### config.mk
export PLATFORM = sky130hd
export DESIGN_NAME = control_top
export DESIGN_NICKNAME = d
export VERILOG_FILES = /design/src/game_pkg.sv /design/src/host_pkg.sv /design/src/setup_loader.sv /design/src/spinner.sv /design/src/spinner_bank.sv /design/src/input_mapper.sv /design/src/control_top.sv
export VERILOG_INCLUDE_DIRS = /design/src
export SDC_FILE = /design/constraint.sdc
export NUM_CORES = 1
export LEC_CHECK = 0
export BUFFER_PORTS_ARGS = -buffer_cell sky130_fd_sc_hd__buf_2
export CAP_MARGIN = 15
export CORE_MARGIN = 5
export CORE_UTILIZATION = 33
export DETAILED_ROUTE_END_ITERATION = 10
export GPL_ROUTABILITY_DRIVEN = 0
export PLACE_DENSITY_LB_ADDON = 0.12
export SETUP_SLACK_MARGIN = 0.4
export SYNTH_ARGS = -nofsm -noshare
export SYNTH_HDL_FRONTEND = slang
export SYNTH_SLANG_ARGS = --single-unit
export TNS_END_PERCENT = 100
### constraint.sdc
create_clock -name clk_sys -period 9.68 [get_ports clk_sys]
set_clock_uncertainty 0.05 [all_clocks]
set_input_delay 1.936 -clock clk_sys [delete_from_list [all_inputs] [get_ports clk_sys]]
set_output_delay 1.936 -clock clk_sys [all_outputs]
set_load 0.02 [all_outputs]
### src/control_consts.svh
/*
 * Player-control constants
 * Loader indices, DIP file size, spinner steps and Kroozr stick values
 */
`ifndef CONTROL_CONSTS_SVH
`define CONTROL_CONSTS_SVH

// Loader index of the game-select byte
`define IDX_GAME 8'd1
// Loader index of the DIP switch bytes
`define IDX_DIP 8'd254

// Number of DIP switch bytes
`define DIP_COUNT 8

// Spinner steps per frame
`define STEP_DIAL 12
`define STEP_TIGER 25
`define STEP_BALL 10

// Kroozr analog stick, centered value and full deflection
`define STICK_CENTER 8'd100
`define STICK_OFFSET 8'd63

`endif

### src/game_pkg.sv
/*
 * Game description types
 * Game identity, input port byte and screen orientation
 */
package game_pkg;

	// Loader byte values 0 to 5 select the games in this order
	typedef enum logic [2:0] {
		game_shollow  = 3'd0,
		game_tron     = 3'd1,
		game_twotiger = 3'd2,
		game_wacko    = 3'd3,
		game_kroozr   = 3'd4,
		game_domino   = 3'd5,
		game_none     = 3'd7
	} game_t;

	// One input port or DIP switch byte
	typedef logic [7:0] port_byte_t;

	// Bit 0 rotated, bit 1 counter-clockwise
	typedef logic [1:0] orient_t;

endpackage

### src/host_pkg.sv
/*
 * Host-side word types
 * Joystick word with its bit positions, knob report and loader address
 */
package host_pkg;

	typedef logic [31:0] joy_t;
	// Bit 8 toggles per report, bits 7..0 are a signed delta
	typedef logic [8:0] spin_report_t;
	typedef logic [24:0] ioctl_addr_t;

	// Joystick word bit positions
	localparam int jb_right = 0, jb_left = 1, jb_down = 2, jb_up = 3;
	localparam int jb_fire_a = 4, jb_fire_b = 5, jb_fire_c = 6, jb_fire_d = 7;
	localparam int jb_rot_cw = 8, jb_rot_ccw = 9;
	localparam int jb_start1 = 10, jb_start2 = 11, jb_coin = 12;
	localparam int jb_knob_ccw = 30, jb_knob_cw = 31;

endpackage

### src/setup_loader.sv
/*
 * Setup loader
 * Captures the game-select byte and the DIP switch bytes written by the
 * host loader, and decodes the selected game
 */
`timescale 1ns/1ps
`include "control_consts.svh"

module setup_loader (
	input  logic                  clk_sys,
	input  logic                  reset,
	input  logic                  ioctl_wr,
	input  logic [7:0]            ioctl_index,
	input  host_pkg::ioctl_addr_t ioctl_addr,
	input  logic [7:0]            ioctl_dout,
	output game_pkg::game_t       game,
	output game_pkg::port_byte_t  dip_0,
	output logic                  service
);
	import game_pkg::*;

	localparam int dip_aw = $clog2(`DIP_COUNT);

	logic [7:0] game_byte;
	port_byte_t dip_file [`DIP_COUNT];

	// ==============================
	// Game select, stored then decoded
	// ==============================
	always_ff @(posedge clk_sys) begin
		if (reset) begin
			game_byte <= 8'd0;
			game <= game_shollow;
		end else begin
			if (ioctl_wr && ioctl_index == `IDX_GAME) begin
				game_byte <= ioctl_dout;
			end
			case (game_byte)
				8'd0: game <= game_shollow;
				8'd1: game <= game_tron;
				8'd2: game <= game_twotiger;
				8'd3: game <= game_wacko;
				8'd4: game <= game_kroozr;
				8'd5: game <= game_domino;
				default: game <= game_none;
			endcase
		end
	end

	// ==============================
	// DIP switch file
	// ==============================
	always_ff @(posedge clk_sys) begin
		if (reset) begin
			for (int i = 0; i < `DIP_COUNT; i++) begin
				dip_file[i] <= 8'h00;
			end
		end else if (ioctl_wr && ioctl_index == `IDX_DIP && ioctl_addr < `DIP_COUNT) begin
			dip_file[ioctl_addr[dip_aw-1:0]] <= ioctl_dout;
		end
	end

	assign dip_0 = dip_file[0];
	// Service switch lives in the second DIP byte
	assign service = dip_file[1][0];

	// Mapper only knows the six games and the idle value
	a_game_legal: assert property (@(posedge clk_sys) disable iff (reset)
		game inside {game_shollow, game_tron, game_twotiger, game_wacko,
			game_kroozr, game_domino, game_none});

endmodule

### src/spinner.sv
/*
 * Spinner
 * Frame-strobed 8-bit position counter, stepped by buttons and
 * optionally moved by a host knob report
 */
`timescale 1ns/1ps

module spinner #(
	parameter int STEP = 12,
	parameter bit HAS_KNOB = 1'b1
) (
	input  logic                   clk_sys,
	input  logic                   reset,
	input  logic                   plus,
	input  logic                   minus,
	input  logic                   strobe,
	input  host_pkg::spin_report_t spin_in,
	output logic [7:0]             spin_out
);
	localparam logic [7:0] step_b = 8'(STEP);

	logic       strobe_q;
	logic       strobe_qq;
	logic       rise;
	logic       knob_hit;
	logic [7:0] knob_delta;
	logic [7:0] step_delta;

	// Rising edge of the frame strobe, one cycle behind the sampled edge
	always_ff @(posedge clk_sys) begin
		if (reset) begin
			strobe_q <= 1'b0;
			strobe_qq <= 1'b0;
		end else begin
			strobe_q <= strobe;
			strobe_qq <= strobe_q;
		end
	end
	assign rise = strobe_q & ~strobe_qq;

	if (HAS_KNOB) begin : g_knob
		logic knob_q;
		always_ff @(posedge clk_sys) begin
			knob_q <= spin_in[8];
		end
		// New report whenever bit 8 flips, delta already 8 bits wide
		assign knob_hit = spin_in[8] ^ knob_q;
		assign knob_delta = knob_hit ? spin_in[7:0] : 8'h00;
	end else begin : g_no_knob
		assign knob_hit = 1'b0;
		assign knob_delta = 8'h00;
	end

	always_comb begin
		step_delta = 8'h00;
		if (rise && plus && !minus) begin
			step_delta = step_b;
		end else if (rise && minus && !plus) begin
			step_delta = -step_b;
		end
	end

	// Count wraps at 8 bits
	always_ff @(posedge clk_sys) begin
		if (reset) begin
			spin_out <= 8'h00;
		end else begin
			spin_out <= spin_out + step_delta + knob_delta;
		end
	end

	a_moves_on_event: assert property (@(posedge clk_sys) disable iff (reset)
		!(rise || knob_hit) |=> $stable(spin_out));

endmodule

### src/spinner_bank.sv
/*
 * Spinner bank
 * Tracks the active host knob and holds the dial, Two Tigers angle
 * and Wacko trackball counters
 */
`timescale 1ns/1ps
`include "control_consts.svh"

module spinner_bank (
	input  logic                   clk_sys,
	input  logic                   reset,
	input  host_pkg::joy_t         joy1,
	input  host_pkg::joy_t         joy2,
	input  host_pkg::spin_report_t sp1,
	input  host_pkg::spin_report_t sp2,
	input  logic                   vsync,
	output logic [7:0]             spin_dial,
	output logic [7:0]             spin_angle1,
	output logic [7:0]             spin_angle2,
	output logic [7:0]             spin_x,
	output logic [7:0]             spin_y
);
	import host_pkg::*;

	joy_t         joy;
	spin_report_t prev_sp1;
	spin_report_t prev_sp2;
	spin_report_t active_knob;
	logic         knob_sel;

	assign joy = joy1 | joy2;

	// ==============================
	// Active knob, last one to change
	// ==============================
	always_ff @(posedge clk_sys) begin
		prev_sp1 <= sp1;
		prev_sp2 <= sp2;
		active_knob <= knob_sel ? sp2 : sp1;
	end

	always_ff @(posedge clk_sys) begin
		if (reset) begin
			knob_sel <= 1'b0;
		end else if (sp2 != prev_sp2) begin
			knob_sel <= 1'b1;
		end else if (sp1 != prev_sp1) begin
			knob_sel <= 1'b0;
		end
	end

	// ==============================
	// Counters
	// ==============================
	// Shared dial for Tron and Kroozr
	spinner #(.STEP(`STEP_DIAL), .HAS_KNOB(1'b1)) u_dial (
		.clk_sys(clk_sys), .reset(reset),
		.plus(joy[jb_rot_cw] | joy[jb_knob_cw]),
		.minus(joy[jb_rot_ccw] | joy[jb_knob_ccw]),
		.strobe(vsync), .spin_in(active_knob), .spin_out(spin_dial)
	);

	// Two Tigers, one turret per player
	spinner #(.STEP(`STEP_TIGER), .HAS_KNOB(1'b1)) u_angle1 (
		.clk_sys(clk_sys), .reset(reset),
		.plus(joy1[jb_rot_cw] | joy1[jb_right] | joy1[jb_knob_cw]),
		.minus(joy1[jb_rot_ccw] | joy1[jb_left] | joy1[jb_knob_ccw]),
		.strobe(vsync), .spin_in(sp1), .spin_out(spin_angle1)
	);

	spinner #(.STEP(`STEP_TIGER), .HAS_KNOB(1'b1)) u_angle2 (
		.clk_sys(clk_sys), .reset(reset),
		.plus(joy2[jb_rot_cw] | joy2[jb_right] | joy2[jb_knob_cw]),
		.minus(joy2[jb_rot_ccw] | joy2[jb_left] | joy2[jb_knob_ccw]),
		.strobe(vsync), .spin_in(sp2), .spin_out(spin_angle2)
	);

	// Wacko trackball axes
	spinner #(.STEP(`STEP_BALL), .HAS_KNOB(1'b0)) u_x (
		.clk_sys(clk_sys), .reset(reset),
		.plus(joy[jb_right]), .minus(joy[jb_left]),
		.strobe(vsync), .spin_in('0), .spin_out(spin_x)
	);

	spinner #(.STEP(`STEP_BALL), .HAS_KNOB(1'b0)) u_y (
		.clk_sys(clk_sys), .reset(reset),
		.plus(joy[jb_up]), .minus(joy[jb_down]),
		.strobe(vsync), .spin_in('0), .spin_out(spin_y)
	);

endmodule

### src/input_mapper.sv
/*
 * Input mapper
 * Builds the five active-low input port bytes and the screen
 * orientation for the selected game
 */
`timescale 1ns/1ps
`include "control_consts.svh"

module input_mapper (
	input  game_pkg::game_t      game,
	input  game_pkg::port_byte_t dip_0,
	input  logic                 service,
	input  host_pkg::joy_t       joy1,
	input  host_pkg::joy_t       joy2,
	input  logic [7:0]           spin_dial,
	input  logic [7:0]           spin_angle1,
	input  logic [7:0]           spin_angle2,
	input  logic [7:0]           spin_x,
	input  logic [7:0]           spin_y,
	output game_pkg::port_byte_t input_0,
	output game_pkg::port_byte_t input_1,
	output game_pkg::port_byte_t input_2,
	output game_pkg::port_byte_t input_3,
	output game_pkg::port_byte_t input_4,
	output game_pkg::orient_t    orientation
);
	import game_pkg::*;
	import host_pkg::*;

	joy_t       joy;
	logic       right, left, down, up;
	logic       fire_a, fire_b, fire_c, fire_d;
	logic       game_btn;
	port_byte_t cab_port;

	// Analog stick byte, full swing one way or the other
	function automatic port_byte_t stick_pos(input logic neg, input logic pos);
		port_byte_t value;
		value = `STICK_CENTER;
		if (neg) begin
			value = `STICK_CENTER - `STICK_OFFSET;
		end else if (pos) begin
			value = `STICK_CENTER + `STICK_OFFSET;
		end
		return value;
	endfunction

	assign joy = joy1 | joy2;
	assign {up, down, left, right} = joy[jb_up:jb_right];
	assign {fire_d, fire_c, fire_b, fire_a} = joy[jb_fire_d:jb_fire_a];

	always_comb begin
		case (game)
			game_tron, game_kroozr, game_domino: game_btn = fire_a;
			game_twotiger: game_btn = fire_c;
			default: game_btn = 1'b0;
		endcase
	end

	// Cabinet port, tilt never asserted
	assign cab_port = ~{service, 1'b0, 1'b0, game_btn,
		joy[jb_start2], joy[jb_start1], 1'b0, joy[jb_coin]};

	// ==============================
	// Per-game layouts
	// ==============================
	always_comb begin
		input_0 = 8'hff;
		input_1 = 8'hff;
		input_2 = 8'hff;
		input_3 = dip_0;
		input_4 = 8'hff;
		orientation = 2'b00;
		case (game)
			game_shollow: begin
				input_0 = cab_port;
				input_1 = ~{2{fire_a, fire_b, right, left}};
			end
			game_tron: begin
				input_0 = cab_port;
				input_1 = ~{1'b0, spin_dial[7:1]};
				input_2 = ~{2{down, up, right, left}};
				input_3[7] = ~fire_a;
				input_4 = ~{1'b0, spin_dial[7:1]};
			end
			game_twotiger: begin
				orientation = 2'b01;
				input_0 = cab_port;
				input_1 = ~{1'b0, spin_angle1[7:1]};
				input_2 = ~{4'b0000, joy2[jb_fire_b], joy2[jb_fire_a],
					joy1[jb_fire_b], joy1[jb_fire_a]};
				input_4 = ~{1'b0, spin_angle2[7:1]};
			end
			game_wacko: begin
				orientation = 2'b01;
				input_0 = cab_port;
				input_1 = spin_x;
				input_2 = spin_y;
				input_4 = ~{2{fire_c, fire_b, fire_d, fire_a}};
			end
			game_kroozr: begin
				orientation = 2'b01;
				input_0 = cab_port;
				input_1 = ~{fire_b, spin_dial[7], 3'b111, spin_dial[6:4]};
				input_2 = stick_pos(left, right);
				input_4 = stick_pos(up, down);
			end
			game_domino: begin
				orientation = 2'b01;
				input_0 = cab_port;
				input_1 = ~{4'b0000, down, up, right, left};
				input_2 = ~{3'b000, fire_a, down, up, right, left};
			end
			default: begin
				// No game selected, ports stay idle
			end
		endcase
	end

endmodule

### src/control_top.sv
/*
 * Player-control top level
 * Loader, spinner bank and input mapper of the arcade board wrapper
 */
`timescale 1ns/1ps

module control_top (
	input  logic                   clk_sys,
	input  logic                   reset,
	input  logic                   ioctl_wr,
	input  logic [7:0]             ioctl_index,
	input  host_pkg::ioctl_addr_t  ioctl_addr,
	input  logic [7:0]             ioctl_dout,
	input  host_pkg::joy_t         joy1,
	input  host_pkg::joy_t         joy2,
	input  host_pkg::spin_report_t sp1,
	input  host_pkg::spin_report_t sp2,
	input  logic                   vsync,
	output game_pkg::port_byte_t   input_0,
	output game_pkg::port_byte_t   input_1,
	output game_pkg::port_byte_t   input_2,
	output game_pkg::port_byte_t   input_3,
	output game_pkg::port_byte_t   input_4,
	output game_pkg::orient_t      orientation
);
	import game_pkg::*;

	game_t      game;
	port_byte_t dip_0;
	logic       service;
	logic [7:0] spin_dial, spin_angle1, spin_angle2, spin_x, spin_y;

	setup_loader u_loader (
		.clk_sys(clk_sys), .reset(reset), .ioctl_wr(ioctl_wr),
		.ioctl_index(ioctl_index), .ioctl_addr(ioctl_addr), .ioctl_dout(ioctl_dout),
		.game(game), .dip_0(dip_0), .service(service)
	);

	spinner_bank u_spinners (
		.clk_sys(clk_sys), .reset(reset), .joy1(joy1), .joy2(joy2),
		.sp1(sp1), .sp2(sp2), .vsync(vsync), .spin_dial(spin_dial),
		.spin_angle1(spin_angle1), .spin_angle2(spin_angle2),
		.spin_x(spin_x), .spin_y(spin_y)
	);

	input_mapper u_mapper (
		.game(game), .dip_0(dip_0), .service(service), .joy1(joy1), .joy2(joy2),
		.spin_dial(spin_dial), .spin_angle1(spin_angle1), .spin_angle2(spin_angle2),
		.spin_x(spin_x), .spin_y(spin_y), .input_0(input_0), .input_1(input_1),
		.input_2(input_2), .input_3(input_3), .input_4(input_4),
		.orientation(orientation)
	);

endmodule

==> results <==
- The boundary pin count is roughly 170.
- In the synthesized netlist, the cells that appear most often are sky130_fd_sc_hd__dfxtp_1, sky130_fd_sc_hd__nor2_1, sky130_fd_sc_hd__a21oi_1, sky130_fd_sc_hd__ha_1, sky130_fd_sc_hd__nand2_1.
- The count of vias placed by the detailed router is about 4800.
- The hold violation count in the final report is 0.
- For the worst setup path, the data required time is 7.69 ns.
- The synthesized area divided by synthesized cell count is roughly 9.1 µm².
- The root buffer selected by CTS is sky130_fd_sc_hd__clkbuf_16.
- The min-delay analysis places its worst path in the category reg -> reg.
- The portion of the post-synthesis area used by sequential elements is 0.3274.
- The number of global-route vias before repair is between 4000 and 5000.
- Dividing the final minimum period by the clock period gives 0.5494.
- Summed over all instances, the cell type with the most area after synthesis is sky130_fd_sc_hd__dfxtp_1.
- The destination of the worst hold path is u_spinners.u_dial.g_knob.knob_q$_DFF_P_.
- The achievable clock frequency is between 0.15 and 0.2 GHz.
- After the first detailed-routing iteration, the DRC count stood at about 240.
- The worst hold slack across all endpoints is 0.3243 ns.
- The clock transition time at the flip-flop clock pins of the worst setup and hold paths is roughly 0.070 ns.
- The deepest level of the CTS H-tree is 3.
- TritonCTS built the clock tree.
- The total negative slack is 0 ns.
- The critical path class is in -> out.
- After filler insertion, the fill cell instance count of the layout stands at roughly 1800.
- The number of antenna violations at the first check in global routing is 0.
- Walking the worst path, the cells encountered are buf_2 > nor2_1 > nand3_1 > mux2_2 > nor2_1 > a21oi_1 > buf_2.
- The worst path needs ~5.3 ns of the cycle, external delays included.
- The worst register-to-register path begins at u_spinners.u_dial.strobe_qq$_SDFF_PP0_.
- The count of standard-cell rows is 48.
- In the global route stage, overall resource usage came out at 0.1561.
- The maximum fanout encountered on the critical timing path is 7.
- The share of final-layout standard cells stronger than drive strength 1 is 0.2338.
- The effective utilization at floorplan is 0.3329.
- Buffers placed on the I/O ports in this run total 130.
- In the routed design, unresolved DRC markers number 0.
- The length of the first detailed-routing pass in iterations is 4.
- The destination of the worst register-to-register timing path is u_spinners.u_dial.spin_out[7]$_SDFF_PP0_.
- 0 antenna diodes ended up in the layout.
- The kind of start point of the critical path is an input port.
- The cell area reported after detailed placement is 6491 µm².
- The actual slew at the worst max-slew pin is between 0.9 and 1 ns.
- The register-to-register setup slack is about 5.7 ns.
- The area added between synthesis and finish is 18.60%.
- The peak supply drop is between 0.00009 and 0.0001 V.
- The largest single stage delay on the critical path is approximately 0.44 ns.
- The standard cell core area is 17180 µm².
- The final number of max-transition violations was 0.
- For this design the ratio of total power to cell area is 163.2 nW/µm².
- The cell family contributing the most delay on the critical path is simple AND/OR/NAND/NOR gates.
- The final layout contains routed wiring with a total length of around 15000 µm.
- The slowest stage of the critical path belongs to the cell sky130_fd_sc_hd__nor2_1.
- Setup repair after global routing left no endpoint under its margin.
- Measured against its own limit, the worst slew margin works out to 0.3779.
- The clock tree buffer depth is 2.
- The finished layout cell area is a little under 7000 µm².
- The synthesized instance count is 625.
- The netlist uses slightly below 70 different library cells.
- In this run the horizontal extent of the chip is between 100 and 150 µm.
- The tool flagged a number of max-cap violations equal to 0.
- The post-synthesis sequential element count is 89.
- The analysis attributes to cell leakage a power of around 0.0031 µW.
- Entering global routing, the biggest net connects 71 pins.
- Detailed placement finished with a half-perimeter wire length of ~12000 µm.
- The proportion of register bits with asynchronous set or reset after synthesis is 0.
- For the worst-skew pair, the clock arrives at the later sink with an insertion delay of 0.34 ns.
- The flow ran to the end, and the final reports show no timing, DRC or antenna violations.
- After clock tree synthesis, the repair step resized 0 gates.
- The wire length of the first global-routing pass is 25050 µm.
- The number of buffers and inverters on the critical path is 2.
- The hold-fix buffer count after cts is 0.
- Among all flip-flop cells after synthesis, the most frequent one is sky130_fd_sc_hd__dfxtp_1.
- After synthesis the cells add up to 5718 µm².
- The share of the synthesized area in the top cell type is 0.2801.
- The worst setup path is captured at an output port.
- In this run the most critical hold path is launched from u_spinners.active_knob[8]$_DFF_P_.
- At the end of the flow, the number of nets in the layout was 918.
- Buffers added to address setup during post-CTS repair amount to 0.
- The number of enable flip-flop cells after synthesis is 9.
- The data arrival time of the worst path is about 3.3 ns.
- The TritonCTS sink count is just under 90.
- The number of buffers inserted during clock tree synthesis is 9.
- Dividing the detail-routed wire length by the instance count gives between 15 and 20 µm.
- Along the worst hold path, the cell count comes to 0.
- The via density per instance is just under 5.
- The total overflow left after global routing is 0.
- Yosys attributes the largest share of cell area to sky130_fd_sc_hd__dfxtp_1, sky130_fd_sc_hd__fa_1, sky130_fd_sc_hd__ha_1, sky130_fd_sc_hd__nor2_1, sky130_fd_sc_hd__edfxtp_1.
- The area enclosed by the die boundary is around 20000 µm².
- sky130_fd_sc_hd__dfxtp_1 is the most common cell in the netlist.
- The vertical die dimension is ~140 µm.
- The cell depth of the worst flop-to-flop path is 12.
- The number of warnings reported in the yosys synthesis log is 0.
- The total of endpoints with negative setup slack in the final report is 0.
- In this run the remaining antenna-violating nets after routing total 0.
==> metal layers <==
layer	up-vias	GRT usage	wire length [µm]
li1	2406	-	-
met5	-	0	0
met2	104	0.2604	7402
met1	2240	0.2068	6931
met3	9	0.03269	915
met4	0	0.03990	158
==> per-stage QoR <==
stage / instances / setup WS [ns] / utilization / power [µW]
CTS: 965 / 4.370 / 0.3948 / 1125
global placement: 949 / 4.360 / 0.3779 / 770.3
floorplan: 627 / 4.786 / - / 687.6
global route: 965 / 4.234 / 0.3948 / 1185
detailed placement: 949 / 4.373 / 0.3779 / 779.0
finish: 965 / 4.361 / 0.3948 / 1107
==> power by group <==
group          switching [µW]  internal [µW]
combinational             152            151
sequential               45.8            418
clock                     156            184
==> worst max-delay path by stage <==
| stage | start | endpoint | slack (ns) | cells after the start |
|---|---|---|---|---|
| 2_1_floorplan | joy2[0] | input_1[1] | 4.79 | 4 |
| 3_3_place_gp | joy2[1] | input_2[2] | 4.36 | 7 |
| 3_5_place_dp | joy2[1] | input_1[4] | 4.37 | 7 |
| 4_1_cts | joy2[1] | input_1[4] | 4.37 | 7 |
| 5_1_grt | joy2[1] | input_2[2] | 4.23 | 7 |
| 6_report | joy2[1] | input_2[2] | 4.36 | 7 |
==> state kept, by name, indices dropped and copies added (netlist names) <==
signal                           flops
u_loader.dip_file                    9
u_loader.game                        3
u_loader.game_byte                   8
u_spinners.active_knob               9
u_spinners.knob_sel                  1
u_spinners.prev_sp1                  9
u_spinners.prev_sp2                  9
u_spinners.u_angle1.spin_out         8
u_spinners.u_angle2.spin_out         8
u_spinners.u_dial.g_knob.knob_q      1
u_spinners.u_dial.spin_out           8
u_spinners.u_dial.strobe_q           1
u_spinners.u_dial.strobe_qq          1
u_spinners.u_x.spin_out              7
u_spinners.u_y.spin_out              7
==> worst reg2reg max path: stages (launching register included) <==
cell,delay [ns]
sky130_fd_sc_hd__dfxtp_1,0.31
sky130_fd_sc_hd__nand2b_1,0.36
sky130_fd_sc_hd__or3_1,0.44
sky130_fd_sc_hd__nor4_1,0.56
sky130_fd_sc_hd__nor2_1,0.14
sky130_fd_sc_hd__fa_1,0.52
sky130_fd_sc_hd__inv_1,0.07
sky130_fd_sc_hd__fa_1,0.49
sky130_fd_sc_hd__a211oi_1,0.31
sky130_fd_sc_hd__o21ai_0,0.15
sky130_fd_sc_hd__a21oi_1,0.20
sky130_fd_sc_hd__xnor3_1,0.23
sky130_fd_sc_hd__nor2_1,0.08
==> logic make-up (layout without fill, tap and decap cells) <==
group                    after synthesis  after routing  share of synthesized area
XOR/XNOR                              41             41                    0.07265
flip-flops                            89             89                     0.3274
adder cells (fa/ha/maj)               56             56                     0.1540
buffers and inverters                 57            170                    0.04683
other                                  2              4                   0.001313
AND/OR/NAND/NOR                      222            222                     0.2022
multiplexers                          23             23                    0.04267
AO/OA/AOI/OAI                        135            135                     0.1530
==> cell type report <==
cell class | instances | area [µm²] | share of cell area
Multi-Input combinational cell | 481 | 3586 | 0.5288
Sequential cell | 89 | 1872 | 0.2760
Timing Repair Buffer | 133 | 673.1 | 0.09926
Tap cell | 225 | 281.5 | 0.04151
Clock buffer | 10 | 239.0 | 0.03524
Inverter | 21 | 78.83 | 0.01162
Clock inverter | 6 | 51.30 | 0.007565
==> layout by cell type (no fill, tap or decap), types with 19 or more instances in the layout <==
cell                      netlist  layout
sky130_fd_sc_hd__ha_1          32      32
sky130_fd_sc_hd__nand2_1       31      31
sky130_fd_sc_hd__inv_1         19      19
sky130_fd_sc_hd__buf_2          4     130
sky130_fd_sc_hd__dfxtp_1       80      80
sky130_fd_sc_hd__fa_1          24      24
sky130_fd_sc_hd__xnor2_1       27      27
sky130_fd_sc_hd__o21ai_0       30      30
sky130_fd_sc_hd__and2_1        25      25
sky130_fd_sc_hd__a21oi_1       34      34
sky130_fd_sc_hd__nor2_1        77      77
Power figures use the tool's default switching activity.
